==> src/rtl/tproc_mem_defs.svh <==
/* Memory access block constants
   Register byte addresses, configuration bit fields and memory sizes */

`ifndef TPROC_MEM_DEFS_SVH
`define TPROC_MEM_DEFS_SVH

// Host register map, byte addresses
`define REG_TPROC_CFG     8'd4
`define REG_MEM_ADDR      8'd8
`define REG_MEM_LEN       8'd12
`define REG_MEM_DT_I      8'd16
`define REG_MEM_DT_O      8'd40
`define REG_TPROC_STATUS  8'd56

// Configuration word fields
`define CFG_START_BIT     0
`define CFG_WRITE_BIT     1
`define CFG_SEL_LSB       2
`define CFG_SEL_W         2
`define CFG_SINGLE_BIT    4

// Memory geometry
`define PMEM_AW           8
`define DMEM_AW           4
`define WMEM_AW           4
`define MEM_DW            32

`endif

==> src/rtl/tproc_mem_pkg.sv <==
/* Shared types for the memory access block
   Bus structs, memory select and access state encodings */

`default_nettype none
`include "tproc_mem_defs.svh"

package tproc_mem_pkg;

   // Host register write port, read is combinational on addr
   typedef struct packed {
      logic                we;
      logic [7:0]          addr;
      logic [`MEM_DW-1:0]  wdata;
   } reg_bus_t;

   typedef struct packed {
      logic                valid;
      logic [`MEM_DW-1:0]  data;
   } dma_beat_t;

   typedef struct packed {
      logic                valid;
      logic                last;   // Final beat of a read burst
      logic [`MEM_DW-1:0]  data;
   } dma_out_t;

   typedef enum logic [1:0] {
      MEM_NONE = 2'd0,
      MEM_PMEM = 2'd1,
      MEM_DMEM = 2'd2,
      MEM_WMEM = 2'd3
   } mem_sel_e;

   // Decoded configuration word
   typedef struct packed {
      logic      start;
      logic      write;
      logic      single;
      mem_sel_e  sel;
   } mem_cmd_t;

   typedef enum logic [2:0] {
      ST_IDLE,
      ST_SINGLE_WR,
      ST_SINGLE_RD,
      ST_DMA_WR,
      ST_DMA_RD,
      ST_DONE
   } access_state_e;

endpackage

`default_nettype wire

==> src/rtl/mem_access_fsm.sv <==
/* Access sequencer for single and burst memory transfers
   Drives counter, memory strobes and the stream handshake */

`timescale 1ns/10ps
`default_nettype none

module mem_access_fsm
   import tproc_mem_pkg::*;
(
   input  wire             s_ps_dma_aclk,
   input  wire             rst_i,
   input  wire mem_cmd_t   cmd_i,
   input  wire dma_beat_t  s_dma_i,
   input  wire             cnt_last_i,
   output logic            cnt_load_o,
   output logic            cnt_adv_o,
   output logic            mem_we_o,
   output logic            mem_re_o,
   output logic            dt_capture_o,
   output logic            m_valid_o,
   output logic            m_last_o,
   output logic            s_dma_ready_o,
   output logic            busy_o,
   output logic            done_o
);

   access_state_e  state_r;
   access_state_e  state_nxt;
   logic           rd_wait_r;    // Single read data on its way back
   logic           m_valid_r;
   logic           m_last_r;

   always_comb begin
      state_nxt    = state_r;
      cnt_load_o   = 1'b0;
      cnt_adv_o    = 1'b0;
      mem_we_o     = 1'b0;
      mem_re_o     = 1'b0;
      dt_capture_o = 1'b0;
      case (state_r)
         ST_IDLE: begin
            if (cmd_i.start && (cmd_i.sel != MEM_NONE)) begin
               cnt_load_o = 1'b1;
               if (cmd_i.single) begin
                  state_nxt = cmd_i.write ? ST_SINGLE_WR : ST_SINGLE_RD;
               end else begin
                  state_nxt = cmd_i.write ? ST_DMA_WR : ST_DMA_RD;
               end
            end
         end
         ST_SINGLE_WR: begin
            mem_we_o  = 1'b1;
            state_nxt = ST_DONE;
         end
         ST_SINGLE_RD: begin
            if (rd_wait_r) begin
               dt_capture_o = 1'b1;
               state_nxt    = ST_DONE;
            end else begin
               mem_re_o = 1'b1;
            end
         end
         ST_DMA_WR: begin
            if (s_dma_i.valid) begin
               mem_we_o = 1'b1;
               if (cnt_last_i) state_nxt = ST_DONE;
               else            cnt_adv_o = 1'b1;
            end
         end
         ST_DMA_RD: begin
            mem_re_o = 1'b1;          // One address per cycle
            if (cnt_last_i) state_nxt = ST_DONE;
            else            cnt_adv_o = 1'b1;
         end
         ST_DONE: begin
            if (!cmd_i.start) state_nxt = ST_IDLE;
         end
         default: state_nxt = ST_IDLE;
      endcase
   end

   //////////////////////////////////////////////////////////////////////
   // State and read pipeline

   always_ff @(posedge s_ps_dma_aclk) begin
      if (rst_i) begin
         state_r   <= ST_IDLE;
         rd_wait_r <= 1'b0;
         m_valid_r <= 1'b0;
         m_last_r  <= 1'b0;
      end else begin
         state_r   <= state_nxt;
         rd_wait_r <= (state_r == ST_SINGLE_RD) && !rd_wait_r;
         m_valid_r <= (state_r == ST_DMA_RD);    // Lines up with memory read data
         m_last_r  <= (state_r == ST_DMA_RD) && cnt_last_i;
      end
   end

   assign m_valid_o     = m_valid_r;
   assign m_last_o      = m_last_r;
   assign s_dma_ready_o = (state_r == ST_DMA_WR);
   assign busy_o        = (state_r != ST_IDLE) && (state_r != ST_DONE);
   assign done_o        = (state_r == ST_DONE);

   // Writes belong to a started write command
   a_no_we_idle: assert property (@(posedge s_ps_dma_aclk) disable iff (rst_i)
      mem_we_o |-> (state_r != ST_IDLE) && cmd_i.write)
      else $error("memory write strobe outside a write command");

   // Final beat closes the burst
   a_last_ends: assert property (@(posedge s_ps_dma_aclk) disable iff (rst_i)
      m_last_o |-> m_valid_o ##1 !m_valid_o)
      else $error("stream beat after last");

endmodule

`default_nettype wire

==> config.mk <==
export PLATFORM = sky130hd
export DESIGN_NAME = mem_access_fsm
export DESIGN_NICKNAME = d
export VERILOG_FILES = /design/src/rtl/tproc_mem_pkg.sv /design/src/rtl/mem_access_fsm.sv
export VERILOG_INCLUDE_DIRS = /design/src /design/src/rtl
export SDC_FILE = /design/constraint.sdc
export NUM_CORES = 1
export LEC_CHECK = 0
export ABC_AREA = 1
export BUFFER_PORTS_ARGS = -buffer_cell sky130_fd_sc_hd__buf_2
export CAP_MARGIN = 5
export CORE_MARGIN = 1.5
export CORE_UTILIZATION = 29
export DETAILED_ROUTE_END_ITERATION = 7
export PLACE_DENSITY = 0.84
export SYNTH_ARGS = -nofsm -noshare
export SYNTH_HDL_FRONTEND = slang
export SYNTH_SLANG_ARGS = --single-unit
==> constraint.sdc <==
create_clock -name s_ps_dma_aclk -period 1.6 [get_ports s_ps_dma_aclk]
set_clock_uncertainty 0.1 [all_clocks]
set_input_delay 0.24 -clock s_ps_dma_aclk [delete_from_list [all_inputs] [get_ports s_ps_dma_aclk]]
set_output_delay 0.24 -clock s_ps_dma_aclk [all_outputs]
set_load 0.05 [all_outputs]
After elaboration in Yosys (flattened, before gate mapping)
Cells that the tools add are included.
{ "totals": {"register_bits": 6, "word_cells": 43} }
{ "op_classes": {"n_eq_ne": 10, "n_reduce_logical": 9, "muxes": 20} }
{ "ops": {"columns": ["cell", "count"], "rows": [
  ["two-way mux 3 bit", 7],
  ["case mux 3 bit (6 select lines)", 1],
  ["two-way mux 1 bit", 8],
  ["inequality test 2 bit, second input constant", 4],
  ["== test 3 x 2 -> 1 bit, second input constant", 2],
  ["== test 3 bit, second input constant", 2],
  ["case mux 1 bit (2 select lines)", 3],
  ["logical AND 1 bit", 4],
  ["AND reduction 4 bit", 1],
  ["== test 3 x 1 -> 1 bit, second input constant", 1],
  ["zero test 3 bit", 1],
  ["inequality test 3 bit, second input constant", 1],
  ["nonzero test 3 bit", 1],
  ["two-way mux 2 bit", 1],
  ["nonzero test 2 bit", 1],
  ["zero test 1 bit", 1]
]} }

Logic depth before layout (Yosys ltp)
{ "logic_depth": {"depth_word": 4, "depth_mapped": 9} }

Least setup slack after synthesis
Ideal clock, no wire load.
{ "synth_path": {"path_kind": "flip-flop to output port", "start": "reg state_r[0]", "end": "out cnt_adv_o", "arrival_time_ps": 2102, "path_stages_with_launch": 5, "setup_slack_ps": -842, "path_cell_list": "dfxtp_1 > nand2_1 > nor2_1 > nand2_1 > a21oi_1"} }
{ "synth_via": {"elab_chain_len": 2, "word_cells_on_any_way": 3, "cone_classes": "eq/ne (2); mux (1)"} }
{ "synth_rtl": {"columns": ["element", "line_no", "source"], "rows": [
  ["start, declared", "mem_access_fsm.sv:27", "access_state_e state_r;"],
  ["start signal, assigned", "mem_access_fsm.sv:92", "state_r <= state_nxt;"],
  ["== test 3 x 2 -> 1 bit", null, null],
  ["via s_dma_ready_o", "mem_access_fsm.sv:22", "output logic s_dma_ready_o,"],
  ["case mux 1 bit (2 select lines)", "mem_access_fsm.sv:40", "case (state_r)"],
  ["end, declared", "mem_access_fsm.sv:16", "output logic cnt_adv_o,"]
]} }
The timed path passes the listed nets, and every way through them passes these cells.

Final worst setup path
{ "layout_path": {"start": "reg state_r[0]", "end": "out mem_re_o"} }
{ "layout_via": {"elab_chain_len": 2, "word_cells_on_any_way": 3, "cone_classes": "eq/ne (2); mux (1)"} }
{ "layout_rtl": {"columns": ["element", "line_no", "source"], "rows": [
  ["== test 3 bit or == test 3 x 2 -> 1 bit (tied branches)", "mem_access_fsm.sv:40", null],
  ["case mux 1 bit (2 select lines) *", "mem_access_fsm.sv:40", null],
  ["end, declared", "mem_access_fsm.sv:18", "output logic mem_re_o,"]
]} }
Mark *: on every way between the ends. The rest lies on a longest branch, timed or not.

==> key figures <==
Floorplan
  – Initial Utilization: 33.1%
  – # rows: 12
  – Die area: 1570 µm²
  – Placeable Area: 1170 µm²
  – Horiz. Die Dim: 39.6 µm
  – Die Span Y: 39.6 µm
  – # IOs: 51

CTS
  – Clock Path Buffers: 2
  – Clk sinks: 6
  – TritonCTS Buffers: 3
  – Worst skew pair latency: 0.24 ns
  – CTS H-Tree Depth: 1
  – Reg clk slew, reported paths: 0.04 ns
  – CTS tree: built
  – CTS root buf: clkbuf_4

Timing
  – Setup-failing EPs final: 2
  – Min Hold Slack: 0.130 ns
  – Worst-Margin Slew: 0.260 ns
  – Final Critical Period: 1.61 ns
  – Post-route setup slack: -0.0116 ns
  – Slew HR: 82.8%
  – Post-route clock period utilization: 101%
  – Maximum clock frequency: 621 MHz
  – RSZ-0062 raised after global routing: yes
  – Setup TNS: -0.0210 ns
  – Final hold vios: 0
  – Max Transition Viols Final: 0

Pwr
  – NetSw: 0.742 mW
  – Power Internal: 0.621 mW
  – Flop pwr share: 18.6%
  – Clock network power share: 9.9%
  – Peak VDD IR: 0.741 mV
  – Power, Total: 1.36 mW
  – Gate power share: 71.5%
  – P per Cell Area: 2010 nW/µm²
  – Switching share of power: 54.4%
  – Leakage: 0.375 nW

GRT
  – Global route overflow: 0
  – Vias in the first global route: 421
  – First-pass GRT wire length: 1590 µm
  – Antenna violations before repair: 0
  – Gr usage total: 15.3%
  – Pin count of the biggest net entering global routing: 7

Route
  – Pre-Repair DR Iteration Count: 4
  – Routed via count: 530
  – Drt drc: 0
  – Via/cell ratio: 4.77
  – Drt total wl: 1290 µm
  – Wire length per cell: 11.6 µm
  – Routed Antenna Nets: 0
  – Detailed Route Iter0 Violations: 10

Worst hold path
  – Hold Crit Class: input pin to register
  – Cell depth of the worst hold path: 2

Cells and area
  – Share of layout cells above drive strength 1: 49.5%
  – Fillers: 99
  – Core Util, Final: 57.8%
  – Nets: 141
  – Cell Count, Final, Fillers Out: 111
  – Synthesis-to-layout area growth: 74.5%
  – Antenna fix cells: 0
  – Design area: 677 µm²

Place
  – Dpl ws: 0.0360 ns
  – DP Cell Count: 103
  – PortBufs: 18
  – DP HPWL: 729 µm
  – Placed inst area: 528 µm²
  – Placer Congestion: 0.726

Yosys
  – Average size of a mapped cell: 5.62 µm²
  – Cells after Synth: 69
  – Synth cell types: 13
  – Synthesized flop and latch total: 6
  – Post-Synthesis Net Count: 111
  – Synth warn: 0
  – Synthesized area: 388 µm²
  – Post-synthesis sequential area ratio: 31.0%

Setup path
  – Worst r2r path cells: 11
  – Worst setup SP type: register
  – Setup crit end kind: output port
  – WP data required: 1.26 ns
  – Worst Path Arrival: 1.27 ns
  – Worst-path fanout max: 5
  – Type of the worst setup path: register to output port

Run
  – Max Cap Viol: 0

Status
  – Status: finished, violations left
  – Failing checks: negative setup slack
routing by layer:
metal	track usage [%]	wire, µm	vias up
met4	7.76	0	0
met5	0	0	-
met2	29.1	746	24
li1	-	-	264
met1	14.9	486	242
met3	3.41	60	0
worst max-delay path, stage by stage, from the launching register on:
cell and delay [ns]:
dfxtp_2 0.36, inv_1 0.12, nand3_2 0.11, nor2_2 0.14, inv_1 0.07, nand2_1 0.08
buf_6 0.16
area by class of cell:
class	count	area, µm²	share of cell area [%]
Multi-Input combinational cell	49	275	40.7
Sequential cell	6	126	18.7
Inverter	14	52.6	7.76
Tap cell	14	17.5	2.59
Clock buffer	3	22.5	3.33
Timing Repair Buffer	25	183	27.0
final timing paths:
check,startpoint,to,slack [ns]
worst min register to register,state_r[2],m_valid_o,0.47
worst min-delay path,rst_i,m_valid_o,0.13
worst max register to register,state_r[1],state_r[2],0.10
worst max-delay path,state_r[0],mem_re_o,-0.01
repair_timing:
action	4_1_cts	5_1_grt
resized for setup	15	16
buffers inserted	2	3
pin swaps	1	5
endpoints found under the setup margin	5	7
hold buffers	0	0
state kept, by name (all words and copies together), names as in the netlist:
| register | cells |
|---|---|
| state_r | 3 |
| rd_wait_r | 1 |
| m_valid_o | 1 |
| m_last_o | 1 |
synth_stat cells (all sizes together):
cell	number	area [µm²]
nor2	20	77.6
nand2	17	63.8
inv	14	52.6
dfxtp	6	120
nand3	3	20.0
o21ai	3	15.0
a21oi	2	10.0
nor3	2	10.0
ha	1	12.5
nand4	1	6.26
logic make-up after synthesis:
logic type                 synth area share (%)
DFF                                        31.0
adders and majority gates                  3.23
and+or+nand+nor                            45.8
buffers and inverters                      13.5
AOI/OAI and AO/OA                          6.45
power groups by stage:
stage                     Combinational, mW  Clock, mW  Sequential [mW]
final                                 0.975      0.135            0.254
after CTS                             0.836      0.140            0.229
after global routing                   1.05      0.147            0.259
after global placement                0.743          0            0.221
after floorplan                       0.555          0            0.256
after detailed placement              0.754          0            0.223
placed cells by master (no fill, tap or decap):
cell | netlist | layout
a21oi_2 | 0 | 2
buf_2 | 0 | 11
buf_4 | 0 | 7
buf_6 | 0 | 6
clkbuf_4 | 0 | 4
dfxtp_1 | 6 | 3
dfxtp_2 | 0 | 2
dfxtp_4 | 0 | 1
ha_1 | 1 | 1
inv_1 | 13 | 12
inv_2 | 1 | 2
nand2_1 | 17 | 12
nand2_2 | 0 | 4
nand2_4 | 0 | 1
nand3_1 | 2 | 1
nand3_2 | 1 | 2
nand4_1 | 1 | 1
nor2_1 | 19 | 15
nor2_2 | 1 | 2
nor2_4 | 0 | 3
nor3_1 | 2 | 1
nor3_2 | 0 | 1
o21ai_0 | 3 | 2
o21ai_1 | 0 | 1
No activity file was read; power rests on OpenSTA's default activity.
