$ cat src/rtl/tproc_mem_defs.svh
/* Memory access block constants
   Register byte addresses, configuration bit fields and memory sizes */

`ifndef TPROC_MEM_DEFS_SVH
`define TPROC_MEM_DEFS_SVH

// Host register map, byte addresses
`define REG_TPROC_CFG     8'd4
`define REG_MEM_ADDR      8'd8
`define REG_MEM_LEN       8'd12
`define REG_MEM_DT_I      8'd16
`define REG_MEM_DT_O      8'd40
`define REG_TPROC_STATUS  8'd56

// Configuration word fields
`define CFG_START_BIT     0
`define CFG_WRITE_BIT     1
`define CFG_SEL_LSB       2
`define CFG_SEL_W         2
`define CFG_SINGLE_BIT    4

// Memory geometry
`define PMEM_AW           8
`define DMEM_AW           4
`define WMEM_AW           4
`define MEM_DW            32

`endif

$ cat src/rtl/tproc_mem_pkg.sv
/* Shared types for the memory access block
   Bus structs, memory select and access state encodings */

`default_nettype none
`include "tproc_mem_defs.svh"

package tproc_mem_pkg;

   // Host register write port, read is combinational on addr
   typedef struct packed {
      logic                we;
      logic [7:0]          addr;
      logic [`MEM_DW-1:0]  wdata;
   } reg_bus_t;

   typedef struct packed {
      logic                valid;
      logic [`MEM_DW-1:0]  data;
   } dma_beat_t;

   typedef struct packed {
      logic                valid;
      logic                last;   // Final beat of a read burst
      logic [`MEM_DW-1:0]  data;
   } dma_out_t;

   typedef enum logic [1:0] {
      MEM_NONE = 2'd0,
      MEM_PMEM = 2'd1,
      MEM_DMEM = 2'd2,
      MEM_WMEM = 2'd3
   } mem_sel_e;

   // Decoded configuration word
   typedef struct packed {
      logic      start;
      logic      write;
      logic      single;
      mem_sel_e  sel;
   } mem_cmd_t;

   typedef enum logic [2:0] {
      ST_IDLE,
      ST_SINGLE_WR,
      ST_SINGLE_RD,
      ST_DMA_WR,
      ST_DMA_RD,
      ST_DONE
   } access_state_e;

endpackage

`default_nettype wire

$ cat src/rtl/xfer_counter.sv
/* Transfer word counter and address generator
   Address wraps at the depth of the selected memory */

`timescale 1ns/10ps
`default_nettype none
`include "tproc_mem_defs.svh"

module xfer_counter
   import tproc_mem_pkg::*;
(
   input  wire            s_ps_dma_aclk,
   input  wire            rst_i,
   input  wire            load_i,
   input  wire            adv_i,
   input  wire mem_sel_e  sel_i,
   input  wire [7:0]      start_addr_i,
   input  wire [15:0]     len_i,
   output logic [7:0]     addr_o,
   output logic           last_o
);

   localparam logic [7:0] PMEM_MASK = 8'((1 << `PMEM_AW) - 1);
   localparam logic [7:0] DMEM_MASK = 8'((1 << `DMEM_AW) - 1);
   localparam logic [7:0] WMEM_MASK = 8'((1 << `WMEM_AW) - 1);

   logic [7:0]   addr_r;
   logic [15:0]  cnt_r;       // Words left after the current one
   logic [7:0]   wrap_mask;

   always_comb begin
      case (sel_i)
         MEM_PMEM: wrap_mask = PMEM_MASK;
         MEM_DMEM: wrap_mask = DMEM_MASK;
         MEM_WMEM: wrap_mask = WMEM_MASK;
         default : wrap_mask = 8'd0;
      endcase
   end

   always_ff @(posedge s_ps_dma_aclk) begin
      if (rst_i) begin
         addr_r <= '0;
         cnt_r  <= '0;
      end else if (load_i) begin
         addr_r <= start_addr_i & wrap_mask;
         cnt_r  <= (len_i == 16'd0) ? 16'd0 : len_i - 16'd1;   // Zero moves one word
      end else if (adv_i) begin
         addr_r <= (addr_r + 8'd1) & wrap_mask;
         cnt_r  <= cnt_r - 16'd1;
      end
   end

   assign addr_o = addr_r;
   assign last_o = (cnt_r == 16'd0);

   a_no_underrun: assert property (@(posedge s_ps_dma_aclk) disable iff (rst_i)
      adv_i |-> (cnt_r != 16'd0))
      else $error("counter advanced past the final word");

endmodule

`default_nettype wire

$ cat config.mk
export PLATFORM = sky130hd
export DESIGN_NAME = xfer_counter
export DESIGN_NICKNAME = d
export VERILOG_FILES = /design/src/rtl/tproc_mem_pkg.sv /design/src/rtl/xfer_counter.sv
export VERILOG_INCLUDE_DIRS = /design/src /design/src/rtl
export SDC_FILE = /design/constraint.sdc
export NUM_CORES = 1
export LEC_CHECK = 0
export ABC_AREA = 1
export BUFFER_PORTS_ARGS = -buffer_cell sky130_fd_sc_hd__buf_4
export CELL_PAD_IN_SITES_DETAIL_PLACEMENT = 0
export CELL_PAD_IN_SITES_GLOBAL_PLACEMENT = 1
export CORE_UTILIZATION = 41
export CTS_CLUSTER_DIAMETER = 100
export DETAILED_ROUTE_END_ITERATION = 8
export GPL_ROUTABILITY_DRIVEN = 0
export HOLD_SLACK_MARGIN = 0.02
export PLACE_DENSITY = 0.85
export SYNTH_ARGS = -nofsm -noshare
export SYNTH_HDL_FRONTEND = slang
export SYNTH_SLANG_ARGS = --single-unit
$ cat constraint.sdc
create_clock -name s_ps_dma_aclk -period 3.7 [get_ports s_ps_dma_aclk]
set_clock_uncertainty 0.1 [all_clocks]
set_input_delay 0.37 -clock s_ps_dma_aclk [delete_from_list [all_inputs] [get_ports s_ps_dma_aclk]]
set_output_delay 0.37 -clock s_ps_dma_aclk [all_outputs]
set_load 0.005 [all_outputs]
# ---- Yosys cells after proc, flatten, opt, wreduce, memory -nomap -nowiden
# Cells that the tools add are included.
dict set report totals {
  memories 0
  inputBits 30
  mem_bits_rw 0
  rom_bits 0
  latch_bits 0
  ff_bits 24
}
dict set report op_classes {
  multipliers 0
  eq_ne 3
  bitwise_logic 2
  n_lt_le_gt_ge 0
  mux 6
  reduce_logical 4
  shifts 0
  n_div 0
  n_addsub 3
}
# op count
set ops {}
lappend ops {{2-to-1 mux 16 bit} 3}
lappend ops {{logical NOT 16 bit} 2}
lappend ops {{subtractor 16 x 1 -> 16 bit (second input constant)} 2}
lappend ops {{AND 8 bit} 2}
lappend ops {{2-to-1 mux 8 bit} 2}
lappend ops {{one-hot mux 8 bit (2 select lines)} 1}
lappend ops {{adder 8 x 1 -> 8 bit (second input constant)} 1}
lappend ops {{== test 2 bit (second input constant)} 2}
lappend ops {{== test 2 x 1 -> 1 bit (second input constant)} 1}
lappend ops {{nonzero test 2 bit} 1}
lappend ops {{OR reduction 2 bit} 1}

# ---- Logic depth before layout (Yosys ltp)
# Gate-level depths: netlist of run 1.
dict set report depth {
  ltp_word 6
  mapped_depth 11
}

# ---- Least setup slack after synthesis of run 1
# No wires, ideal clock.
dict set report synth_path {
  kind {in2reg}
  start {input port len_i[0]}
  end {register cnt_r[14]}
  n_path_buf 0
  path_stages 11
  arrival_time_ns 1.384
  required_ns 3.491
  path_slack_ns 2.107
  setup_time_ns 0.109
  cell_sequence {inv_1 > ha_1 > nand3_2 > nor2_1 > nand3b_1 > nand2_2 > inv_2 > nand2_1 > nand3_1 > nand2_1 > inv_1}
}
dict set report synth_via {
  elab_chain_cells 3
}
# item line
set synth_rtl {}
lappend synth_rtl {{from (decl)} xfer_counter.sv:17} ;# input wire [15:0] len_i,
lappend synth_rtl {{subtractor 16 x 1 -> 16 bit / logical NOT 16 bit (equally long branches)} xfer_counter.sv:45} ;# cnt_r <= (len_i == 16'd0) ? 16'd0 : len_i - 16'd1;
lappend synth_rtl {{2-to-1 mux 16 bit *} xfer_counter.sv:45}
lappend synth_rtl {{2-to-1 mux 16 bit *} xfer_counter.sv:43} ;# end else if (load_i) begin
lappend synth_rtl {{to (signal assigned)} xfer_counter.sv:45}
lappend synth_rtl {{to (signal assigned)} xfer_counter.sv:48} ;# cnt_r <= cnt_r - 16'd1;
lappend synth_rtl {{to (decl)} xfer_counter.sv:27} ;# logic [15:0] cnt_r;
# Mark *: on every way between the ends. The rest lies on a longest branch, timed or not.
# A chain may end at the register's enable or synchronous reset.

# ---- Final worst setup path of run 1
dict set report layout_path {
  start {input port load_i}
  end {register addr_r[0] (netlist: addr_o[0])}
}
dict set report layout_via {
  elab_chain_cells 1
}
# item line
set layout_rtl {}
lappend layout_rtl {{from (decl)} xfer_counter.sv:13} ;# input wire load_i,
lappend layout_rtl {{2-to-1 mux 8 bit / nonzero test 2 bit (equally long branches)} --}
lappend layout_rtl {{to (signal assigned)} xfer_counter.sv:44} ;# addr_r <= start_addr_i & wrap_mask;
lappend layout_rtl {{to (signal assigned)} xfer_counter.sv:47} ;# addr_r <= (addr_r + 8'd1) & wrap_mask;
lappend layout_rtl {{to (decl)} xfer_counter.sv:26} ;# logic [7:0] addr_r;
# Several ways; a longest one is shown, not always the timed one.

==> flow_metrics.tcl, run 1 <==
set metrics [dict create \
    ys_seq_area_share_pct 23.7 \
    ys_seq_elements 24 \
    rsz0062_at_grt "false" \
    overflow 0 \
    grt_pass1_wl_um 9040 \
    worstSetupEndpointType "flop" \
    yosys_warnings 0 \
    start_util_pct 42.9 \
    criticalPathCategory "input pin to flop" \
    dr.pass1.iters 4 \
    cts_max_path_buffers 2 \
    cts_tree "done" \
    cp_cell_sequence "buf_4 > nor2_2 > inv_1 > o21ai_1 > a211oi_1 > a21oi_1 > nor2_1" \
    numCtsBuffers 3 \
    cts_sinks 24 \
    routed_wl_um 5310 \
    cp_max_fo 21 \
    cp_top_family "buffers and inverters" \
    worstPathBufferInverterCount 2 \
    cap_violations 0 \
    status "finished clean" \
    insertion_delay_ns 0.27 \
    postCtsHoldBufs 0 \
    synth_area_leader_cell "dfxtp_1" \
    die_h_um 72.3 \
    hold_viol_final 0 \
    die_w_um 72.3 \
    fmax_mhz 519 \
    avgSynthCellArea_um2 5.92 \
    maxSlewViolCount 0 \
    clk_pin_slew_ns 0.09 \
    port-buffer-count 38 \
    drive_gt1_share_pct 16.8 \
    drc_errors 0 \
    core-area_um2 4720 \
    first_global_vias 1947 \
    p_per_area_nw_per_um2 313 \
    fin_crit_ns 1.93 \
    fin_setup_tns_ns 0 \
    peakVddDrop_mv 0.160 \
    clock-root-buffer "clkbuf_8" \
    final_antenna_net_count 0 \
    die_area_um2 5230 \
    slew-limit-headroom_pct 48.2 \
    nets 411 \
    dr_total_vias 2196 \
    synthesis.nets 376 \
    yosys-top-cells-area "dfxtp_1 24%, nand2_1 14%, nor2_1 11%" \
    slowest_delay_ns 0.45 \
    wl_per_cell_um 12.0 \
    placementRows 25 \
    h-tree-depth 1 \
    p_leak_nw 1.12 \
    hpwlAfterDp_um 4170 \
    final_util_pct 51.2 \
    cts_setup_buffers 0 \
    slowest_stage "nor2_2" \
    arrival_ns 1.99 \
    synthCells 342 \
    drt-vias-per-instance 4.96 \
    area_growth_pct 19.5 \
    cts_resized 0 \
    hold_path.class "input pin to flop" \
    grtUsageTotal_pct 21.7 \
    grt_max_degree 25 \
    yosysUniqueCellTypes 31 \
    antenna_found_initial 0 \
    dp.cells 439 \
    required_ns 3.77 \
    finalCritPeriodShare_pct 52.0 \
    pin_count 39 \
    diodes 0 \
    r2r_slack_ns 1.99 \
    syn-cell-area_um2 2030 \
    drt_iter0_drc 120 \
    startpoint_type "input pin" \
    power.total_w 0.000757 \
    fin_cells 443 \
    tightest_slew_ns 0.776 \
    fillers 526 \
    setup_viol 0 \
    synth_top_area_share_pct 23.7 \
]
==> cells by family (layout without fill, tap and decap cells) <==
| kind of cell | after synthesis | after routing | synth area share (%) |
|---|---|---|---|
| AND/OR/NAND/NOR | 197 | 197 | 43.8 |
| AO/OA/AOI/OAI | 61 | 61 | 16.1 |
| buffers and inverters | 45 | 79 | 9.14 |
| flip-flops | 24 | 24 | 23.7 |
| XOR/XNOR | 11 | 11 | 4.76 |
| adder cells (fa/ha/maj) | 4 | 4 | 2.47 |
==> worst paths after layout <==
check | from | to | cells past startpoint
min reg2reg | addr_o[7] | addr_o[7] | 2
min | rst_i | addr_o[1] | 2
max | load_i | addr_o[0] | 7
max reg2reg | cnt_r[1] | cnt_r[12] | 9
==> area by class of cell <==
class | instances | area [um^2] | area share (%)
multi-input combinational | 273 | 1360 | 56.2
sequential | 24 | 480 | 19.9
timing repair buffer | 38 | 285 | 11.8
inverter | 37 | 139 | 5.74
tap | 67 | 83.8 | 3.46
clock buffer | 3 | 41.3 | 1.71
clock inverter | 1 | 30.0 | 1.24
==> cells in the mapped netlist <==
cell      number
a211oi_1       1
a21o_1         1
a21oi_1       26
a31oi_1        1
buf_2          1
buf_4          2
buf_6          1
clkbuf_1       4
dfxtp_1       24
ha_1           4
inv_1         35
inv_2          2
nand2_1       75
nand2_2        5
nand3_1       33
nand3_2        1
nand3b_1       3
nand4_1        6
nor2_1        59
nor2_2         7
nor2_4         5
nor3_1         1
nor4_1         1
o211ai_1       1
o21a_1         2
o21ai_0       24
o21ai_1        2
o31ai_1        3
or2_2          1
xnor2_1        4
xor2_1         7
==> metal layers <==
layer / wire [um] / up-vias / track usage [%] / share of wire [%]
met5: 0 / - / 0 / 0
met4: 42 / 0 / 5.66 / 0.79
met3: 182 / 4 / 1.67 / 3.4
met2: 2330 / 38 / 34.0 / 44
met1: 2750 / 973 / 32.1 / 52
li1: - / 1181 / - / -
==> metrics by stage <==
step	area, um^2	worst slack (ns)	hold WS, ns
floorplan	2030	2.11	0.375
global placement	2350	1.54	0.391
detailed placement	2350	1.48	0.377
CTS	2420	1.77	0.269
global route	2420	1.59	0.277
finish	2420	1.77	0.271
==> state kept, by name (all words and copies together), names as in the netlist <==
name    count
addr_o      8
cnt_r      16
==> power breakdown <==
part | leakage [nW] | internal, W | total, W | switching, W
registers | 0.198 | 0.000277 | 0.000301 | 0.0000241
clock network | 0.0357 | 0.000145 | 0.000233 | 0.0000882
logic | 0.885 | 0.0000883 | 0.000222 | 0.000134
total | 1.12 | 0.000510 | 0.000757 | 0.000246
==> cells in the final DEF, fill, tap and decap left out, drive strengths merged <==
| cell | instances |
|---|---|
| nor4 | 1 |
| inv | 37 |
| a21oi | 26 |
| nand2 | 80 |
| ha | 4 |
| xnor2 | 4 |
| nor2 | 71 |
| a21o | 1 |
| o21a | 2 |
| o21ai | 26 |
| nand4 | 6 |
| xor2 | 7 |
| a31oi | 1 |
| clkbuf | 3 |
| nand3 | 34 |
| bufinv | 1 |
| nor3 | 1 |
| or2 | 1 |
| dfxtp | 24 |
| a211oi | 1 |
| o211ai | 1 |
| o31ai | 3 |
| nand3b | 3 |
| buf | 38 |
(Power assumes the default switching activity.)
==> run 2: changes to the inputs <==
Settings changed: CORE_UTILIZATION 41 to 34, PLACE_DENSITY 0.85 to 0.75.
Clock period 3.7 ns to 1.6 ns, I/O delays scaled along.
==> flow_metrics.tcl, run 2 (same netlist as run 1, synthesis figures left out) <==
set metrics [dict create \
    startpoint_type "flop" \
    maxSlewViolCount 0 \
    arrival_ns 1.31 \
    cp_cell_sequence "inv_2 > buf_6 > ha_4 > nand3_2 > nor4_2 > buf_4" \
    largest_reg_flops 16 \
    worstSetupEndpointType "output port" \
    overflow 0 \
    pre_cts_ws_ns 0.0297 \
    regMostFlops "cnt_r" \
    routed_wl_um 5910 \
    h-tree-depth 1 \
    area_growth_pct 27.4 \
    diodes 0 \
    rsz0062_at_grt "true" \
    final_common_cell "nand2_1" \
    fin_crit_ns 1.57 \
    drt-vias-per-instance 4.80 \
    ff2ff_path_depth 9 \
    grt_max_degree 20 \
    dr_total_vias 2216 \
    fmax_mhz 636 \
    antenna_found_initial 0 \
    wl_per_cell_um 12.8 \
    p_per_area_nw_per_um2 670 \
    finalCritPeriodShare_pct 98.3 \
    start_util_pct 36.1 \
    numCtsBuffers 3 \
    hold_viol_final 0 \
    tightest_slew_ns 0.357 \
    peakVddDrop_mv 0.245 \
    required_ns 1.34 \
    layout_common_cells "73 x nand2_1, 54 x nor2_1, 50 x buf_4, 33 x inv_1, 32 x nand3_1" \
    insertion_delay_ns 0.28 \
    die_area_um2 6270 \
    cts_sinks 24 \
    die_h_um 79.2 \
    slew-limit-headroom_pct 76.2 \
    clk_pin_slew_ns 0.09 \
    drive_gt1_share_pct 24.1 \
    core-area_um2 5610 \
    die_w_um 79.2 \
    status "finished clean" \
    cap_violations 0 \
    cp_max_fo 3 \
    layout_setup_ws_ns 0.0267 \
    setup_viol 0 \
    whs_path_depth 2 \
    final_antenna_net_count 0 \
    dr.pass1.iters 6 \
    nets 425 \
    p_leak_nw 1.19 \
    hold_path.class "input pin to flop" \
    placementRows 27 \
    grt_pass1_wl_um 9540 \
    holdWs_ns 0.0672 \
    slowest_stage "dfxtp_2" \
    drt_iter0_drc 97 \
    postCtsHoldBufs 0 \
    fin_setup_tns_ns 0 \
    port-buffer-count 38 \
    cts_tree "done" \
    hold_start "rst_i" \
    cts_max_path_buffers 2 \
    criticalPathCategory "flop to output port" \
    pin_count 39 \
    hpwlAfterDp_um 4520 \
    grtUsageTotal_pct 19.4 \
    drc_errors 0 \
    clock-root-buffer "clkbuf_8" \
    r2r_slack_ns 0.09 \
    slowest_delay_ns 0.34 \
    first_global_vias 1994 \
    crit-reg2reg-launch "cnt_r[0]" \
    crit_start "cnt_r[0]" \
]
-- run 2: stage by stage --
step                util, %  instances  instance area, um^2  total power (W)
global route           46.0        462                 2580          0.00184
finish                 46.0        462                 2580          0.00173
floorplan                 -        342                 2030          0.00105
detailed placement     43.3        454                 2430          0.00125
CTS                    45.2        460                 2530          0.00171
global placement       43.3        454                 2430          0.00125
-- run 2: area by class of cell --
type | count | area, um^2
clock buffer | 4 | 55.1
tap | 72 | 90.1
fill | 631 | 3030
sequential | 24 | 485
timing repair buffer | 52 | 398
inverter | 37 | 139
multi-input combinational | 273 | 1410
-- run 2: timing repair --
action | 4_1_cts | 5_1_grt
setup buffers | 2 | 2
setup endpoints to repair | 1 | 7
gates cloned | 0 | 0
gates resized for setup | 10 | 12
pin swaps | 2 | 2
-- run 2: worst paths after layout --
path / to
worst max register to register: cnt_r[10]
worst min-delay path: addr_o[6]
worst min register to register: addr_o[7]
worst max-delay path: last_o
-- run 2: worst max-delay path: cells and delay by family, from the launching register on --
kind	cells	cell delay [ns]
fa+ha+maj	1	0.13
buf+inv	3	0.33
flops	1	0.34
simple gates	2	0.23
-- run 2: report_power, final --
part           leakage (nW)  internal [W]  switching (W)
Sequential            0.199      0.000643      0.0000597
Combinational         0.961      0.000253       0.000340
Clock                0.0288      0.000221       0.000213
-- run 2: metal layers --
metal,wire [um],vias up,track usage [%]
met4,58,0,4.36
met2,2620,30,31.6
li1,-,1211,-
met1,3080,970,27.4
met3,151,5,2.07
met5,0,-,0
==> run 3: changes to the inputs <==
Settings changed: ABC_AREA 1 to unset, PLACE_DENSITY 0.75 to 0.73.
==> flow_metrics.tcl, run 3 <==
set metrics [dict create \
    regMostFlops "cnt_r" \
    peakVddDrop_mv 0.379 \
    die_w_um 71.2 \
    port-buffer-count 38 \
    ys_seq_elements 24 \
    grt_pass1_wl_um 7760 \
    startpoint_type "flop" \
    finalCritPeriodShare_pct 126 \
    dr.pass1.iters 6 \
    nets 324 \
    pre_cts_ws_ns -0.411 \
    numCtsBuffers 3 \
    setup_viol 9 \
    first_global_vias 1702 \
    yosys-top-cells-area "dfxtp_1 29%, xnor2_1 7.0%, nor2_1 6.9%" \
    fmax_mhz 496 \
    tightest_slew_ns 0.360 \
    drt_iter0_drc 79 \
    cts_sinks 24 \
    ys_seq_area_share_pct 29.5 \
    wl_met2_um 2230 \
    maxUsedRoutingLayer "met4" \
    required_ns 1.66 \
    hpwlAfterDp_um 3570 \
    cap_violations 0 \
    status "complete, but fails checks" \
    fillers 435 \
    placedInstanceArea_um2 2250 \
    cp_max_fo 2 \
    die_area_um2 5080 \
    routed_wl_um 4790 \
    insertion_delay_ns 0.27 \
    yosysMostFrequentCell "nor2_1" \
    arrival_ns 2.07 \
    fin_cells 340 \
    ff2ff_path_depth 5 \
    avgSynthCellArea_um2 7.62 \
    maxSlewViolCount 0 \
    synth_edf_count 0 \
    diodes 0 \
    p_leak_nw 1.03 \
    layout_common_cells "76 x buf_4, 26 x nor2_1, 19 x dfxtp_1" \
    wl_per_cell_um 14.1 \
    endpoint "cnt_r[9]" \
    wl_met3_um 200 \
    slew-limit-headroom_pct 75.8 \
    pin_count 39 \
    drive_gt1_share_pct 40.3 \
    hold_path.class "input pin to flop" \
    cts_max_path_buffers 2 \
    final_util_pct 55.4 \
    crit_start "cnt_r[0]" \
    cts_tree "done" \
    crit-reg2reg-launch "cnt_r[0]" \
    layout_setup_ws_ns -0.415 \
    h-tree-depth 1 \
    dp.cells 333 \
    rsz0062_at_grt "true" \
    synth_area_leader_cell "dfxtp_1" \
    grt_max_degree 20 \
    r2r_slack_ns -0.42 \
    worstSetupEndpointType "flop" \
    synth_ff_type "dfxtp_1" \
    clk_pin_slew_ns 0.09 \
    synth_top_area_share_pct 29.5 \
    synthCells 214 \
    largest_reg_flops 16 \
    die_h_um 71.2 \
    fin_crit_ns 2.02 \
    start_util_pct 36.4 \
    syn-cell-area_um2 1630 \
    m1WireLength_um 2310 \
    synthTopCellsByCount "30 x nor2_1, 24 x dfxtp_1, 14 x nor3_1" \
    synthArstFlopShare_pct 0 \
    antenna_found_initial 0 \
    yosysUniqueCellTypes 39 \
    drt-vias-per-instance 5.31 \
    final_antenna_net_count 0 \
    holdWs_ns 0.0289 \
    register_area_um2 487 \
    drc_errors 3 \
    final_common_cell "buf_4" \
    grtUsageTotal_pct 19.3 \
    violations "DRC, setup timing" \
    final_cell_area_um2 2480 \
    criticalPathCategory "flop to flop" \
    p_per_area_nw_per_um2 663 \
    placementRows 24 \
    clock-root-buffer "clkbuf_8" \
    area_growth_pct 52.0 \
    overflow 0 \
    dr_total_vias 1805 \
    synthesis.nets 248 \
    yosys_warnings 0 \
    hold_viol_final 0 \
    reg2reg_to "cnt_r[9]" \
    core-area_um2 4470 \
    multi_input_area_um2 1240 \
]
==> run 3: changes by cell type in the layout (fill, tap and decap cells not counted), sizes merged, moves of 16 or more <==
| cell | change |
|---|---|
| nand2 | -67 |
| buf | +27 |
| o21ai | -16 |
| nor2 | -41 |
| inv | -31 |
| nand3 | -30 |
==> run 3: how the worst min path moves through the flow <==
stage | start | end | slack [ns] | cells after the start
2_1_floorplan | start_addr_i[3] | addr_o[3] | 0.21 | 2
3_3_place_gp | rst_i | addr_o[6] | 0.31 | 2
3_5_place_dp | rst_i | addr_o[7] | 0.31 | 2
4_1_cts | start_addr_i[1] | addr_o[1] | 0.02 | 3
5_1_grt | start_addr_i[3] | addr_o[3] | 0.06 | 3
6_report | start_addr_i[1] | addr_o[1] | 0.03 | 3
==> run 3: cells by family after synthesis <==
family / synth area share (%)
and+or+nand+nor: 29.4
AOI/OAI and AO/OA: 20.5
xor gates and xnor gates: 12.9
DFF: 29.5
buffers and inverters: 3.45
adders and majority gates: 3.07
muxes: 1.23
==> run 3: area by class of cell <==
type	instances	share of cell area [%]
multi-input cells	175	50.2
repair buffers	80	24.8
flip-flops and latches	24	19.6
well taps	52	2.62
clock buffers	3	1.67
inverters	6	1.11
==> run 3: repair_timing <==
action,in CTS,in global routing
gates resized for setup,18,18
pin swaps,7,10
endpoints found under the setup margin,12,20
buffers inserted,2,1
hold endpoints to repair,2,0
hold buffers,1,0
==> run 3: power by group <==
group          switching, W  internal, W  total [W]  leakage (nW)
sequential        0.0000404     0.000644   0.000685         0.200
combinational      0.000262     0.000324   0.000586         0.804
clock              0.000203     0.000169   0.000372        0.0216
==> run 3: stage by stage <==
stage	setup TNS, ns	total power [W]
final	-2.42	0.00164
after global routing	-3.16	0.00173
after CTS	-2.37	0.00161
after detailed placement	-2.68	0.00119
after global placement	-2.73	0.00119
after floorplan	-1.15	0.000948
==> run 3: routing by layer <==
metal	track usage [%]	vias to the layer above
met3	2.95	6
met5	0	-
met1	26.3	839
met4	3.33	0
met2	32.6	36
li1	-	924
==> run 3: worst max-delay path, cell delays in order, from the launching register on <==
cell	delay, ns
dfxtp_2	0.33
or3b_4	0.38
or4b_4	0.51
or3_1	0.33
xor2_1	0.16
o22ai_2	0.09
