--- src/rtl/tproc_mem_defs.svh ---
/* Memory access block constants
   Register byte addresses, configuration bit fields and memory sizes */

`ifndef TPROC_MEM_DEFS_SVH
`define TPROC_MEM_DEFS_SVH

// Host register map, byte addresses
`define REG_TPROC_CFG     8'd4
`define REG_MEM_ADDR      8'd8
`define REG_MEM_LEN       8'd12
`define REG_MEM_DT_I      8'd16
`define REG_MEM_DT_O      8'd40
`define REG_TPROC_STATUS  8'd56

// Configuration word fields
`define CFG_START_BIT     0
`define CFG_WRITE_BIT     1
`define CFG_SEL_LSB       2
`define CFG_SEL_W         2
`define CFG_SINGLE_BIT    4

// Memory geometry
`define PMEM_AW           8
`define DMEM_AW           4
`define WMEM_AW           4
`define MEM_DW            32

`endif

--- src/rtl/tproc_mem_pkg.sv ---
/* Shared types for the memory access block
   Bus structs, memory select and access state encodings */

`default_nettype none
`include "tproc_mem_defs.svh"

package tproc_mem_pkg;

   // Host register write port, read is combinational on addr
   typedef struct packed {
      logic                we;
      logic [7:0]          addr;
      logic [`MEM_DW-1:0]  wdata;
   } reg_bus_t;

   typedef struct packed {
      logic                valid;
      logic [`MEM_DW-1:0]  data;
   } dma_beat_t;

   typedef struct packed {
      logic                valid;
      logic                last;   // Final beat of a read burst
      logic [`MEM_DW-1:0]  data;
   } dma_out_t;

   typedef enum logic [1:0] {
      MEM_NONE = 2'd0,
      MEM_PMEM = 2'd1,
      MEM_DMEM = 2'd2,
      MEM_WMEM = 2'd3
   } mem_sel_e;

   // Decoded configuration word
   typedef struct packed {
      logic      start;
      logic      write;
      logic      single;
      mem_sel_e  sel;
   } mem_cmd_t;

   typedef enum logic [2:0] {
      ST_IDLE,
      ST_SINGLE_WR,
      ST_SINGLE_RD,
      ST_DMA_WR,
      ST_DMA_RD,
      ST_DONE
   } access_state_e;

endpackage

`default_nettype wire

--- src/rtl/mem_regs.sv ---
/* Host register file
   Configuration, address, length, data in and captured data out */

`timescale 1ns/10ps
`default_nettype none
`include "tproc_mem_defs.svh"

module mem_regs
   import tproc_mem_pkg::*;
(
   input  wire                 s_ps_dma_aclk,
   input  wire                 rst_i,
   input  wire reg_bus_t       reg_bus_i,
   input  wire                 dt_capture_i,
   input  wire [`MEM_DW-1:0]   mem_rdata_i,
   input  wire                 busy_i,
   input  wire                 done_i,
   output mem_cmd_t            cmd_o,
   output logic [7:0]          start_addr_o,
   output logic [15:0]         len_o,
   output logic [`MEM_DW-1:0]  dt_in_o,
   output logic [31:0]         reg_rdata_o
);

   logic [`CFG_SINGLE_BIT:0]  cfg_r;     // Only the decoded bits are kept
   logic [7:0]                addr_r;
   logic [15:0]               len_r;
   logic [`MEM_DW-1:0]        dt_in_r;
   logic [`MEM_DW-1:0]        dt_out_r;

   //////////////////////////////////////////////////////////////////////
   // Register writes and read data capture

   always_ff @(posedge s_ps_dma_aclk) begin
      if (rst_i) begin
         cfg_r    <= '0;
         addr_r   <= '0;
         len_r    <= '0;
         dt_in_r  <= '0;
         dt_out_r <= '0;
      end else begin
         if (reg_bus_i.we) begin
            case (reg_bus_i.addr)
               `REG_TPROC_CFG : cfg_r   <= reg_bus_i.wdata[`CFG_SINGLE_BIT:0];
               `REG_MEM_ADDR  : addr_r  <= reg_bus_i.wdata[7:0];
               `REG_MEM_LEN   : len_r   <= reg_bus_i.wdata[15:0];
               `REG_MEM_DT_I  : dt_in_r <= reg_bus_i.wdata;
               default        : ;
            endcase
         end
         if (dt_capture_i) begin
            dt_out_r <= mem_rdata_i;    // Single read result
         end
      end
   end

   // Config decode
   assign cmd_o.start  = cfg_r[`CFG_START_BIT];
   assign cmd_o.write  = cfg_r[`CFG_WRITE_BIT];
   assign cmd_o.single = cfg_r[`CFG_SINGLE_BIT];
   assign cmd_o.sel    = mem_sel_e'(cfg_r[`CFG_SEL_LSB +: `CFG_SEL_W]);

   assign start_addr_o = addr_r;
   assign len_o        = len_r;
   assign dt_in_o      = dt_in_r;

   //////////////////////////////////////////////////////////////////////
   // Read mux

   always_comb begin
      case (reg_bus_i.addr)
         `REG_TPROC_CFG    : reg_rdata_o = 32'(cfg_r);
         `REG_MEM_ADDR     : reg_rdata_o = 32'(addr_r);
         `REG_MEM_LEN      : reg_rdata_o = 32'(len_r);
         `REG_MEM_DT_I     : reg_rdata_o = dt_in_r;
         `REG_MEM_DT_O     : reg_rdata_o = dt_out_r;
         `REG_TPROC_STATUS : reg_rdata_o = {30'd0, done_i, busy_i};
         default           : reg_rdata_o = '0;
      endcase
   end

endmodule

`default_nettype wire

--- config.mk ---
export PLATFORM = sky130hd
export DESIGN_NAME = mem_regs
export DESIGN_NICKNAME = d
export VERILOG_FILES = /design/src/rtl/tproc_mem_pkg.sv /design/src/rtl/mem_regs.sv
export VERILOG_INCLUDE_DIRS = /design/src /design/src/rtl
export SDC_FILE = /design/constraint.sdc
export NUM_CORES = 1
export LEC_CHECK = 0
export ABC_AREA = 0
export BUFFER_PORTS_ARGS = -buffer_cell sky130_fd_sc_hd__buf_2
export CAP_MARGIN = 20
export CORE_ASPECT_RATIO = 1.5
export CORE_MARGIN = 1
export CORE_UTILIZATION = 40
export DETAILED_ROUTE_END_ITERATION = 16
export PLACE_DENSITY = 0.72
export SYNTH_ARGS = -nofsm -noshare
export SYNTH_HDL_FRONTEND = slang
export SYNTH_SLANG_ARGS = --single-unit
--- constraint.sdc ---
create_clock -name s_ps_dma_aclk -period 1.86 [get_ports s_ps_dma_aclk]
set_input_delay 0.372 -clock s_ps_dma_aclk [delete_from_list [all_inputs] [get_ports s_ps_dma_aclk]]
set_output_delay 0.372 -clock s_ps_dma_aclk [all_outputs]
set_load 0.05 [all_outputs]
**Word-level counts from Yosys, hierarchy flattened**

Cells that the tools add are included.

- Register bits: 93
- Bits of input ports: 78
- Output and inout port bits: 93
- Word-level logic and storage cells: 16

- Equal/unequal tests: 6
- Multiplexer cells: 1
- Reductions and logical operators: 4

Operators with widths:

| kind | count |
|---|---|
| 32-bit one-hot mux with 6 select lines | 1 |
| 8-bit by 4-bit equality test with 1-bit output, second input constant | 2 |
| 8-bit by 6-bit equality test with 1-bit output, second input constant | 2 |
| 8-bit by 3-bit equality test with 1-bit output, second input constant | 1 |
| 8-bit by 5-bit equality test with 1-bit output, second input constant | 1 |
| 2-bit AND reduction | 4 |

**Longest topological paths before layout**

Gate-level depths: netlist of run 1.

- Word-level depth: 2
- Gate-level depth with buffers: 8
- Mapped depth without buffers: 4

**Least setup slack after synthesis of run 1**

No wires, ideal clock.

- Path type: register to output
- From: reg len_r[3], in the netlist len_o[3]
- To: out reg_rdata_o[3]
- Data arrival time: 2.037 ns
- Required time: 1.488 ns
- Slack: -0.549 ns
- Stages on the path, launching flop included: 4
- Path buffers: 0
- Cells stage by stage: dfxtp_1 > mux2_2 > a32oi_1 > o21ai_0

- Longest elaborated chain between the ends: 1

RTL lines:

| element | line | source |
|---|---|---|
| start: declaration | mem_regs.sv:27 | `logic [15:0] len_r;` |
| start signal: assignment | mem_regs.sv:46 | `` `REG_MEM_LEN : len_r <= reg_bus_i.wdata[15:0]; `` |
| 32-bit one-hot mux with 6 select lines | mem_regs.sv:71 | `case (reg_bus_i.addr)` |
| end: declaration | mem_regs.sv:22 | `output logic [31:0] reg_rdata_o` |

Every way passes these cells.

**Worst setup path after layout of run 1**

- From: in reg_bus_i[33] in the netlist's numbering
- To: out reg_rdata_o[7]

- Longest elaborated chain between the ends: 2
- Elaborated cells between the ends (all ways): 7
- Those cells by class: eq/ne (6); mux (1)

RTL lines:

| element | line | source |
|---|---|---|
| start: declaration | mem_regs.sv:13 | `input wire reg_bus_t reg_bus_i,` |
| 8-bit by 6-bit equality test with 1-bit output, or another cell as far along | mem_regs.sv:71 |  |
| 32-bit one-hot mux with 6 select lines * | mem_regs.sv:71 |  |

Every way passes the cells marked *; elsewhere a longest branch is shown, timed or not.

==> reports/results.tsv, run 1 <==
metric	value	unit
status	finished with violations	
violations	setup timing	
cts_made_buffers	9	
fillers	810	
grt_overflow	0	
max_slew_margin	73.5	%
power.share.clock	43.3	%
rsz0062_at_grt	true	
ys_warn_count	0	
cts.sinks	93	
path_max_fanout	12	
grt_usage	23.3	%
drv_slew	0	
p_sw	0.917	mW
fp-row-count	43	
clk_path_buf_depth	2	
multiInputGateArea	0.00206	sq mm
hp-class	input pin to flop	
drt-initial-drc-count	203	
yosysSeqAreaShare	47.5	%
clk_pin_slew_worst_paths	0.06	ns
power.share.switching	21.9	%
netlist_area	0.00392	sq mm
critPathKind	input pin to output pin	
die_x	82.8	um
whs	0.276	ns
area_growth	48.0	%
port_buffers	170	
grt_antenna_before_repair	1	
cts_tree	built	
finalWeightedCongestion	0.832	
ys_ff_latch	93	
first_global_vias	3733	
end_kind	output pin	
power_frac_comb	7.6	%
fin_tns_setup	-1.62	ns
use_met3	2.73	%
finalSetupViolations	32	
vias	3962	
grt_pass1_wl	17.8	mm
grt_util_met2	43.6	%
via_per_inst	5.27	
ctsHoldBuffers	0	
die_h	123	um
synth_nets	531	
dpl.cell_count	732	
leakage	2.64	nW
grtUsageMet1	25.2	%
setup_slack	-0.0994	ns
max_freq	510	MHz
tightest_slew	0.398	ns
netlist_instances	453	
seq_area	0.00186	sq mm
drc	0	
drive_above_1_share	41.8	%
final_antenna_net_count	0	
grt_max_degree	94	
die_area	0.0102	sq mm
initial_core_util	41.8	%
ys_types	29	
p_int	3.27	mW
clkLatencyLatePin	0.33	ns
power_per_cell_area	723	mW/mm^2
max_cap_viol_count	0	
layout.cells.non_filler	752	
drt_wl_total	12.0	mm
top_usage_layer	met2	
finClkSkew	0	ns
arrival	1.59	ns
post-route-period-util	105	%
htree_levels	3	
hold_viol	0	
finalPower	4.19	mW
avgSynthCellArea	8.65	sq um
fin_crit	1.96	ns
core_area	0.00936	sq mm
wl_per_cell	15.9	um
ioPinCount	171	
critPathLaunchType	input pin	
dp_hpwl	8.63	mm
cts_root_buffer	clkbuf_16	
p_seq_share	49.2	%
max-vdd-ir-drop	0.564	mV
nets	712	
utilization	61.9	%
drtPass1Iterations	5	
crit_required	1.49	ns
## cell type report
type / count / share of cell area, %
well taps: 112 / 2.42
multi-input cells: 325 / 35.5
clock buffers: 11 / 4.19
repair buffers: 205 / 24.7
diodes: 1 / 0.0432
flip-flops and latches: 93 / 32.1
clock inverters: 5 / 1.01
## Yosys cell counts, drive strengths merged
cell,count,area [sq um]
nand2,114,428
a21oi,48,240
mux2,2,22.5
a211o,1,8.76
nor4b,1,23.8
and2,1,6.26
a22o,16,140
dfxtp,93,1860
and3,2,12.5
nor2b,2,12.5
nor4,1,6.26
clkbuf,12,45.0
o22a,1,8.76
a221o,1,10.0
buf,23,134
o2bb2ai,2,17.5
nor3,2,20.0
o21ai,6,30.0
a32oi,2,17.5
or3,1,6.26
nand4b,1,8.76
nor2,47,176
nand4,3,18.8
and4,4,37.5
mux2i,48,480
a22oi,19,143
## through the flow
step	setup slack (ns)	instance area [sq um]
2_1_floorplan	-0.0700	4080
3_3_place_gp	-0.205	5230
3_5_place_dp	-0.227	5230
4_1_cts	-0.103	5790
5_1_grt	-0.128	5790
6_report	-0.0994	5790
## power by group through the flow
stage | Combinational, mW | Clock, mW | Sequential [mW]
6_report | 0.317 | 1.81 | 2.06
5_1_grt | 0.342 | 1.97 | 2.06
4_1_cts | 0.317 | 1.86 | 2.06
3_5_place_dp | 0.302 | 0 | 2.10
3_3_place_gp | 0.296 | 0 | 2.10
2_1_floorplan | 0.138 | 0 | 2.10
## worst max-delay path, cell delays in order
cell and delay, ns:
buf_8 0.10, nor4b_4 0.35, and3_4 0.27, buf_12 0.14, a22oi_1 0.08, o21ai_2 0.08
buf_6 0.18
## what timing repair did
item                                    CTS  global route
endpoints found under the setup margin   32            32
buffers inserted                          3             0
pin swaps                                 4             5
resized for setup                        73             2
## placed cells by master (no fill, tap or decap), types with 11 or more instances in the layout
master,n
a22o_2,14
dfxtp_1,93
buf_4,41
a21oi_1,48
nand2_1,104
nor2_1,47
a22oi_1,16
mux2i_1,48
buf_2,134
buf_6,11
## per-layer routing
| metal | wire (um) | vias to the layer above |
|---|---|---|
| met5 | 0 | - |
| met4 | 304 | 0 |
| met3 | 622 | 26 |
| met2 | 6510 | 153 |
| met1 | 4530 | 1860 |
| li1 | - | 1923 |
## path summary, 6_finish.rpt
kind / start / to / slack [ns] / cells after the start
worst max-delay path: reg_bus_i[33] / reg_rdata_o[7] / -0.1 / 7
worst min register to register: len_o[15]$_SDFFE_PP0P_ / len_o[15]$_SDFFE_PP0P_ / 0.47 / 2
worst min-delay path: mem_rdata_i[5] / dt_out_r[5]$_SDFFE_PP0P_ / 0.28 / 3
worst max register to register: dt_in_o[3]$_SDFFE_PP0P_ / dt_in_o[3]$_SDFFE_PP0P_ / 1.20 / 2
## state kept, by name, indices dropped and copies added (netlist names)
| signal | flops |
|---|---|
| cfg_r | 5 |
| dt_in_o | 32 |
| dt_out_r | 32 |
| len_o | 16 |
| start_addr_o | 8 |
## logic make-up (layout without fill, tap and decap cells)
family,after synthesis,after routing,share of synthesized area [%]
other,0,1,0
muxes,50,50,12.8
and+or+nand+nor,179,179,19.3
buffers and inverters,35,221,4.57
AOI/OAI and AO/OA,96,96,15.7
DFF,93,93,47.5
Power figures use the tool's default switching activity.
==> run 2, diff against run 1 <==
--- a/config.mk
+++ b/config.mk
@@ -13,6 +13,7 @@
 export CORE_MARGIN = 1
 export CORE_UTILIZATION = 40
 export DETAILED_ROUTE_END_ITERATION = 16
+export MAX_ROUTING_LAYER = met4
 export PLACE_DENSITY = 0.72
 export SYNTH_ARGS = -nofsm -noshare
 export SYNTH_HDL_FRONTEND = slang
==> run 2 against run 1 <==
Against the previous run: the flow still finishes with violations (setup timing); design area unchanged; clock power about the same; global-route usage increased by 0.66 points; critical path type unchanged; sequential power about the same; largest cell class unchanged; hold slack about the same; via count decreased by 0.30%; sequential share of layout area unchanged; core utilization unchanged; wire length decreased by 0.26%.
==> reports/results.tsv, run 2 (synthesis results as in run 1) <==
metric	value	unit	change
crit_required	1.49	ns	about the same
finalPower	4.19	mW	about the same
p_sw	0.917	mW	about the same
setup_slack	-0.104	ns	-0.00484 ns
leakage	2.64	nW	unchanged
area_growth	48.0	%	unchanged
r2r_slack	1.20	ns	about the same
max_slew_margin	73.4	%	-0.075 points
max-vdd-ir-drop	0.565	mV	about the same
ctsHoldBuffers	0		unchanged
power.share.switching	21.9	%	about the same
path_buf_inv	3		unchanged
cp_num_cells	7		unchanged
drc	0		unchanged
grt_usage	24.0	%	+0.66 points
grt_antenna_before_repair	1		unchanged
nets	712		unchanged
die_h	123	um	unchanged
clk_path_buf_depth	2		unchanged
path_max_fanout	12		unchanged
port_buffers	170		unchanged
power.share.clock	43.3	%	about the same
grt_max_degree	94		unchanged
final_antenna_net_count	0		unchanged
violations	setup timing		
clk_pin_slew_worst_paths	0.06	ns	about the same
p_int	3.27	mW	about the same
critPathKind	input pin to output pin		
vias	3950		-0.30%
power_frac_comb	7.6	%	about the same
ioPinCount	171		unchanged
critPathTopFamily	simple AND/OR/NAND/NOR gates		
drt_wl_total	11.9	mm	-0.26%
via_per_inst	5.25		-0.30%
hold_viol	0		unchanged
finalWeightedCongestion	0.845		+1.5%
cts_tree	built		
fin_crit	1.96	ns	+0.00484 ns
fp-row-count	43		unchanged
dp_hpwl	8.63	mm	unchanged
clkLatencyLatePin	0.33	ns	about the same
wl_met3	530	um	-15%
wl_per_cell	15.9	um	-0.26%
die_area	0.0102	sq mm	unchanged
core_area	0.00936	sq mm	unchanged
cts_made_buffers	9		unchanged
drtPass1Iterations	4		-1
drt-initial-drc-count	232		+14%
p_seq_share	49.2	%	about the same
power_per_cell_area	722	mW/mm^2	about the same
pre_cts_slack	-0.227	ns	unchanged
routed-wl-met2	6.54	mm	+0.37%
final_cell_mix	buf_2 (134), nand2_1 (104), dfxtp_1 (93), mux2i_1 (48), a21oi_1 (48)		
critPathLaunchType	input pin		
drive_above_1_share	41.8	%	unchanged
grt_overflow	0		unchanged
post-route-period-util	106	%	+0.26 points
htree_levels	3		unchanged
cts.sinks	93		unchanged
rsz0062_at_grt	true		
arrival	1.59	ns	about the same
fin_tns_setup	-1.66	ns	-0.0405 ns
finalSetupViolations	32		unchanged
hold_path_depth	3		unchanged
path_cells	buf_8 -> nor4b_4 -> and3_4 -> buf_12 -> a22oi_1 -> o21ai_2 -> buf_6		
finClkSkew	0	ns	unchanged
wl_met1	4.58	mm	+1.1%
slowest_stage	nor4b_4		
drv_slew	0		unchanged
top_layer_used	met4		
end_kind	output pin		
final_common_cell	buf_2		
grt_pass1_wl	17.8	mm	about the same
first_global_vias	3730		-0.080%
max_cap_viol_count	0		unchanged
status	finished with violations		
tightest_slew	0.399	ns	+0.00113 ns
initial_core_util	41.8	%	unchanged
die_x	82.8	um	unchanged
final_area	0.00579	sq mm	unchanged
slowest_delay	0.35	ns	about the same
ff2ff_path_depth	2		unchanged
hp-class	input pin to flop		
cts_root_buffer	clkbuf_16		
post_dp_cell_area	0.00523	sq mm	unchanged
max_freq	509	MHz	-0.25%
## run 2: cell counts in the layout (fill, tap and decap cells not counted)
No cell type changed its count.
## run 2: repair_timing
item / CTS / global route
pin swaps: 4 / 5
resized for setup: 73 / 2
endpoints found under the setup margin: 32 / 32
buffers inserted: 3 / 0
## run 2: power by group through the flow
stage	logic (mW)	clock network, mW	registers [mW]
3_5_place_dp	0.302	0	2.10
3_3_place_gp	0.296	0	2.10
5_1_grt	0.342	1.97	2.06
6_report	0.317	1.81	2.06
2_1_floorplan	0.138	0	2.10
4_1_cts	0.317	1.86	2.06
## run 2: final cells by class
class / count / area [sq um]
Clock inverter: 5 / 58.8
Antenna cell: 1 / 2.50
Clock buffer: 11 / 243
Fill cell: 810 / 3570
Tap cell: 112 / 140
Multi-Input combinational cell: 325 / 2060
Timing Repair Buffer: 205 / 1430
Sequential cell: 93 / 1860
## run 2: worst paths after layout
path                                 start                       end
setup / recovery             reg_bus_i[33]            reg_rdata_o[7]
hold / removal              mem_rdata_i[5]  dt_out_r[5]$_SDFFE_PP0P_
setup reg to reg   dt_in_o[3]$_SDFFE_PP0P_   dt_in_o[3]$_SDFFE_PP0P_
hold reg to reg   dt_in_o[31]$_SDFFE_PP0P_  dt_in_o[31]$_SDFFE_PP0P_
## run 2: metal layers
layer | up-vias | GRT usage [%]
met5 | - | -
met1 | 1866 | 25.2
met3 | 23 | 2.73
li1 | 1923 | -
met4 | 0 | 11.0
met2 | 138 | 43.6
## run 2: worst register-to-register path: cells and delay by family (launching register included)
family	cells	cell delay, ns
compound gates	1	0.14
flops	1	0.38
simple gates	1	0.07
## run 2: metrics by stage
stage | util [%] | instances | hold WS, ns
floorplan | - | 453 | 0.460
detailed placement | 55.9 | 732 | 0.460
CTS | 61.8 | 751 | 0.267
finish | 61.9 | 752 | 0.277
global placement | 55.9 | 732 | 0.451
global route | 61.9 | 752 | 0.273
==> run 3, diff against run 2 <==
--- a/config.mk
+++ b/config.mk
@@ -14,7 +14,7 @@
 export CORE_UTILIZATION = 40
 export DETAILED_ROUTE_END_ITERATION = 16
 export MAX_ROUTING_LAYER = met4
-export PLACE_DENSITY = 0.72
+export PLACE_DENSITY = 0.69
 export SYNTH_ARGS = -nofsm -noshare
 export SYNTH_HDL_FRONTEND = slang
 export SYNTH_SLANG_ARGS = --single-unit
==> constraint.sdc (replaced) <==
create_clock -name s_ps_dma_aclk -period 1.9 [get_ports s_ps_dma_aclk]
set_input_delay 0.38 -clock s_ps_dma_aclk [delete_from_list [all_inputs] [get_ports s_ps_dma_aclk]]
set_output_delay 0.38 -clock s_ps_dma_aclk [all_outputs]
set_load 0.05 [all_outputs]
==> run 3 against run 2 <==
Against the previous run: core utilization grew 2.2 points; wire length increased by 4.5%; count of clock-buffer cells in the layout down 1; register-to-register slack improved by 0.02 ns; hold slack worse by 0.0024 ns; the run still ends with setup timing left; power decreased by 0.69%; clock skew stayed put; sequential cell count did not move; combinational power grew 2%; sequential power down 2%.
==> reports/results.tsv, run 3 (synthesis results as in run 1) <==
metric	value	unit	change
power_per_cell_area	693	mW/mm^2	-4.1%
area_growth	53.2	%	
drc	0		unchanged
nets	718		+0.84%
r2r_slack	1.22	ns	+0.02 ns
max_freq	507	MHz	
htree_levels	3		unchanged
power.share.switching	22.8	%	+0.89 points
grt_max_degree	94		unchanged
ioPinCount	171		unchanged
grt_overflow	0		unchanged
cts.sinks	93		unchanged
die_h	123	um	unchanged
violations	setup timing		
p_int	3.21	mW	-1.8%
finalPower	4.16	mW	-0.69%
drive_above_1_share	44.3	%	+2.6 points
drtPass1Iterations	4		unchanged
dp_hpwl	8.74	mm	+1.3%
cts_tree	built		
regToRegEndpoint	dt_in_o[13]$_SDFFE_PP0P_		
ff2ff_path_depth	2		unchanged
whs	0.274	ns	-0.00242 ns
drv_slew	0		unchanged
power.share.clock	43.7	%	+0.4 points
crit_required	1.52	ns	+0.03 ns
via_per_inst	5.28		+0.57%
finalSetupViolations	31		-3.1%
max-vdd-ir-drop	0.520	mV	-7.9%
reg2reg_from	dt_in_o[13]$_SDFFE_PP0P_		
grt_pass1_wl	18.8	mm	+5.5%
rsz0062_at_grt	true		
max_cap_viol_count	0		unchanged
drt_wl_total	12.5	mm	+4.5%
clkLatencyLatePin	0.33	ns	about the same
critPathLaunchType	input pin		
seq_area	0.00186	sq mm	unchanged
first_global_vias	3861		+3.5%
port_buffers	170		unchanged
power_frac_comb	7.8	%	+0.2 points
p_seq_share	48.5	%	-0.7 points
insertedDiodeCount	0		-1
max_slew_margin	72.3	%	-1.1 points
wl_met3	625	um	+18%
status	finished with violations		
fp-row-count	43		unchanged
final_antenna_net_count	0		unchanged
cts_made_buffers	9		unchanged
multiInputGateArea	0.00209	sq mm	+1.8%
fin_crit	1.97	ns	
clk_path_buf_depth	2		unchanged
fin_tns_setup	-1.48	ns	+0.175 ns
initial_core_util	41.8	%	unchanged
vias	3999		+1.2%
end_kind	output pin		
grt_antenna_before_repair	0		-1
core_area	0.00936	sq mm	unchanged
critPathKind	input pin to output pin		
hold_path_depth	3		unchanged
path_max_fanout	17		+5
die_area	0.0102	sq mm	unchanged
setup_slack	-0.0723	ns	+0.0320 ns
die_x	82.8	um	unchanged
hp-class	input pin to flop		
wl_per_cell	16.5	um	+3.8%
routed-wl-met2	6.62	mm	+1.3%
leakage	2.70	nW	+2.3%
clk_pin_slew_worst_paths	0.07	ns	about the same
arrival	1.59	ns	about the same
grt_usage	25.4	%	+1.4 points
final_cell_mix	buf_2 (133), nand2_1 (104), dfxtp_1 (93), mux2i_1 (48), a21oi_1 (48)		
post-route-period-util	104	%	
drt-initial-drc-count	158		-32%
hold_path_end	dt_in_o[30]$_SDFFE_PP0P_		
hold_viol	0		unchanged
utilization	64.1	%	+2.2 points
pre_cts_slack	-0.207	ns	+0.0198 ns
final_common_cell	buf_2		
tightest_slew	0.415	ns	+0.0166 ns
finClkSkew	0	ns	unchanged
finalWeightedCongestion	0.930		+10%
min_from	reg_bus_i[30]		
p_sw	0.948	mW	+3.4%
wl_met1	4.86	mm	+6.2%
cts_root_buffer	clkbuf_16		
fillers	812		+0.25%
top_layer_used	met4		
run 3: changes by cell type in the layout (fill, tap and decap cells not counted), moves of 7 or more:
cell     change
buf_4       -14
buf_8       +12
a22oi_1     -11
a22oi_2     +11
buf_6       +10
nand2_2      +7
nand2_4      -7
run 3: metal layers:
| layer | track usage (%) | vias up |
|---|---|---|
| met4 | 11.4 | 0 |
| met2 | 44.6 | 163 |
| met5 | - | - |
| met3 | 4.72 | 28 |
| met1 | 27.1 | 1875 |
| li1 | - | 1933 |
run 3: power by group through the flow:
stage               combinational (mW)  clock, mW  sequential [mW]
finish                           0.322       1.82             2.02
floorplan                        0.135          0             2.06
CTS                              0.320       1.86             2.02
detailed placement               0.297          0             2.06
global placement                 0.291          0             2.06
global route                     0.349       1.93             2.02
run 3: worst max-delay path by stage:
stage,startpoint,end,slack [ns],cells past startpoint
finish,reg_bus_i[33],reg_rdata_o[30],-0.07,7
global route,reg_bus_i[33],reg_rdata_o[29],-0.12,7
CTS,reg_bus_i[34],reg_rdata_o[10],-0.06,8
detailed placement,reg_bus_i[33],reg_rdata_o[30],-0.21,6
global placement,reg_bus_i[33],reg_rdata_o[29],-0.18,6
floorplan,reg_bus_i[35],reg_rdata_o[2],-0.05,7
run 3: metrics by stage:
stage,area [sq um],std cells
after detailed placement,5180,735
after CTS,5960,757
after floorplan,4040,453
after global routing,6000,757
after global placement,5180,735
final,6000,757
run 3: area by class of cell:
type                       instances  share of cell area [%]
clock buffer                      10                    3.98
clock inverter                     6                    1.17
multi-input combinational        325                    34.9
sequential                        93                    31.0
tap                              112                    2.34
timing repair buffer             211                    26.6
run 3: worst max-delay path, stage by stage:
cell and delay [ns]:
buf_8 0.10, nor3_4 0.24, buf_4 0.15, and3_4 0.23
buf_12 0.15, a22o_2 0.17, buf_6 0.15
run 3: repair_timing:
item	4_1_cts	5_1_grt
resized for setup	113	16
gates cloned	1	0
setup endpoints to repair	32	32
pin swaps	25	15
buffers inserted	5	1
hold buffers	0	0
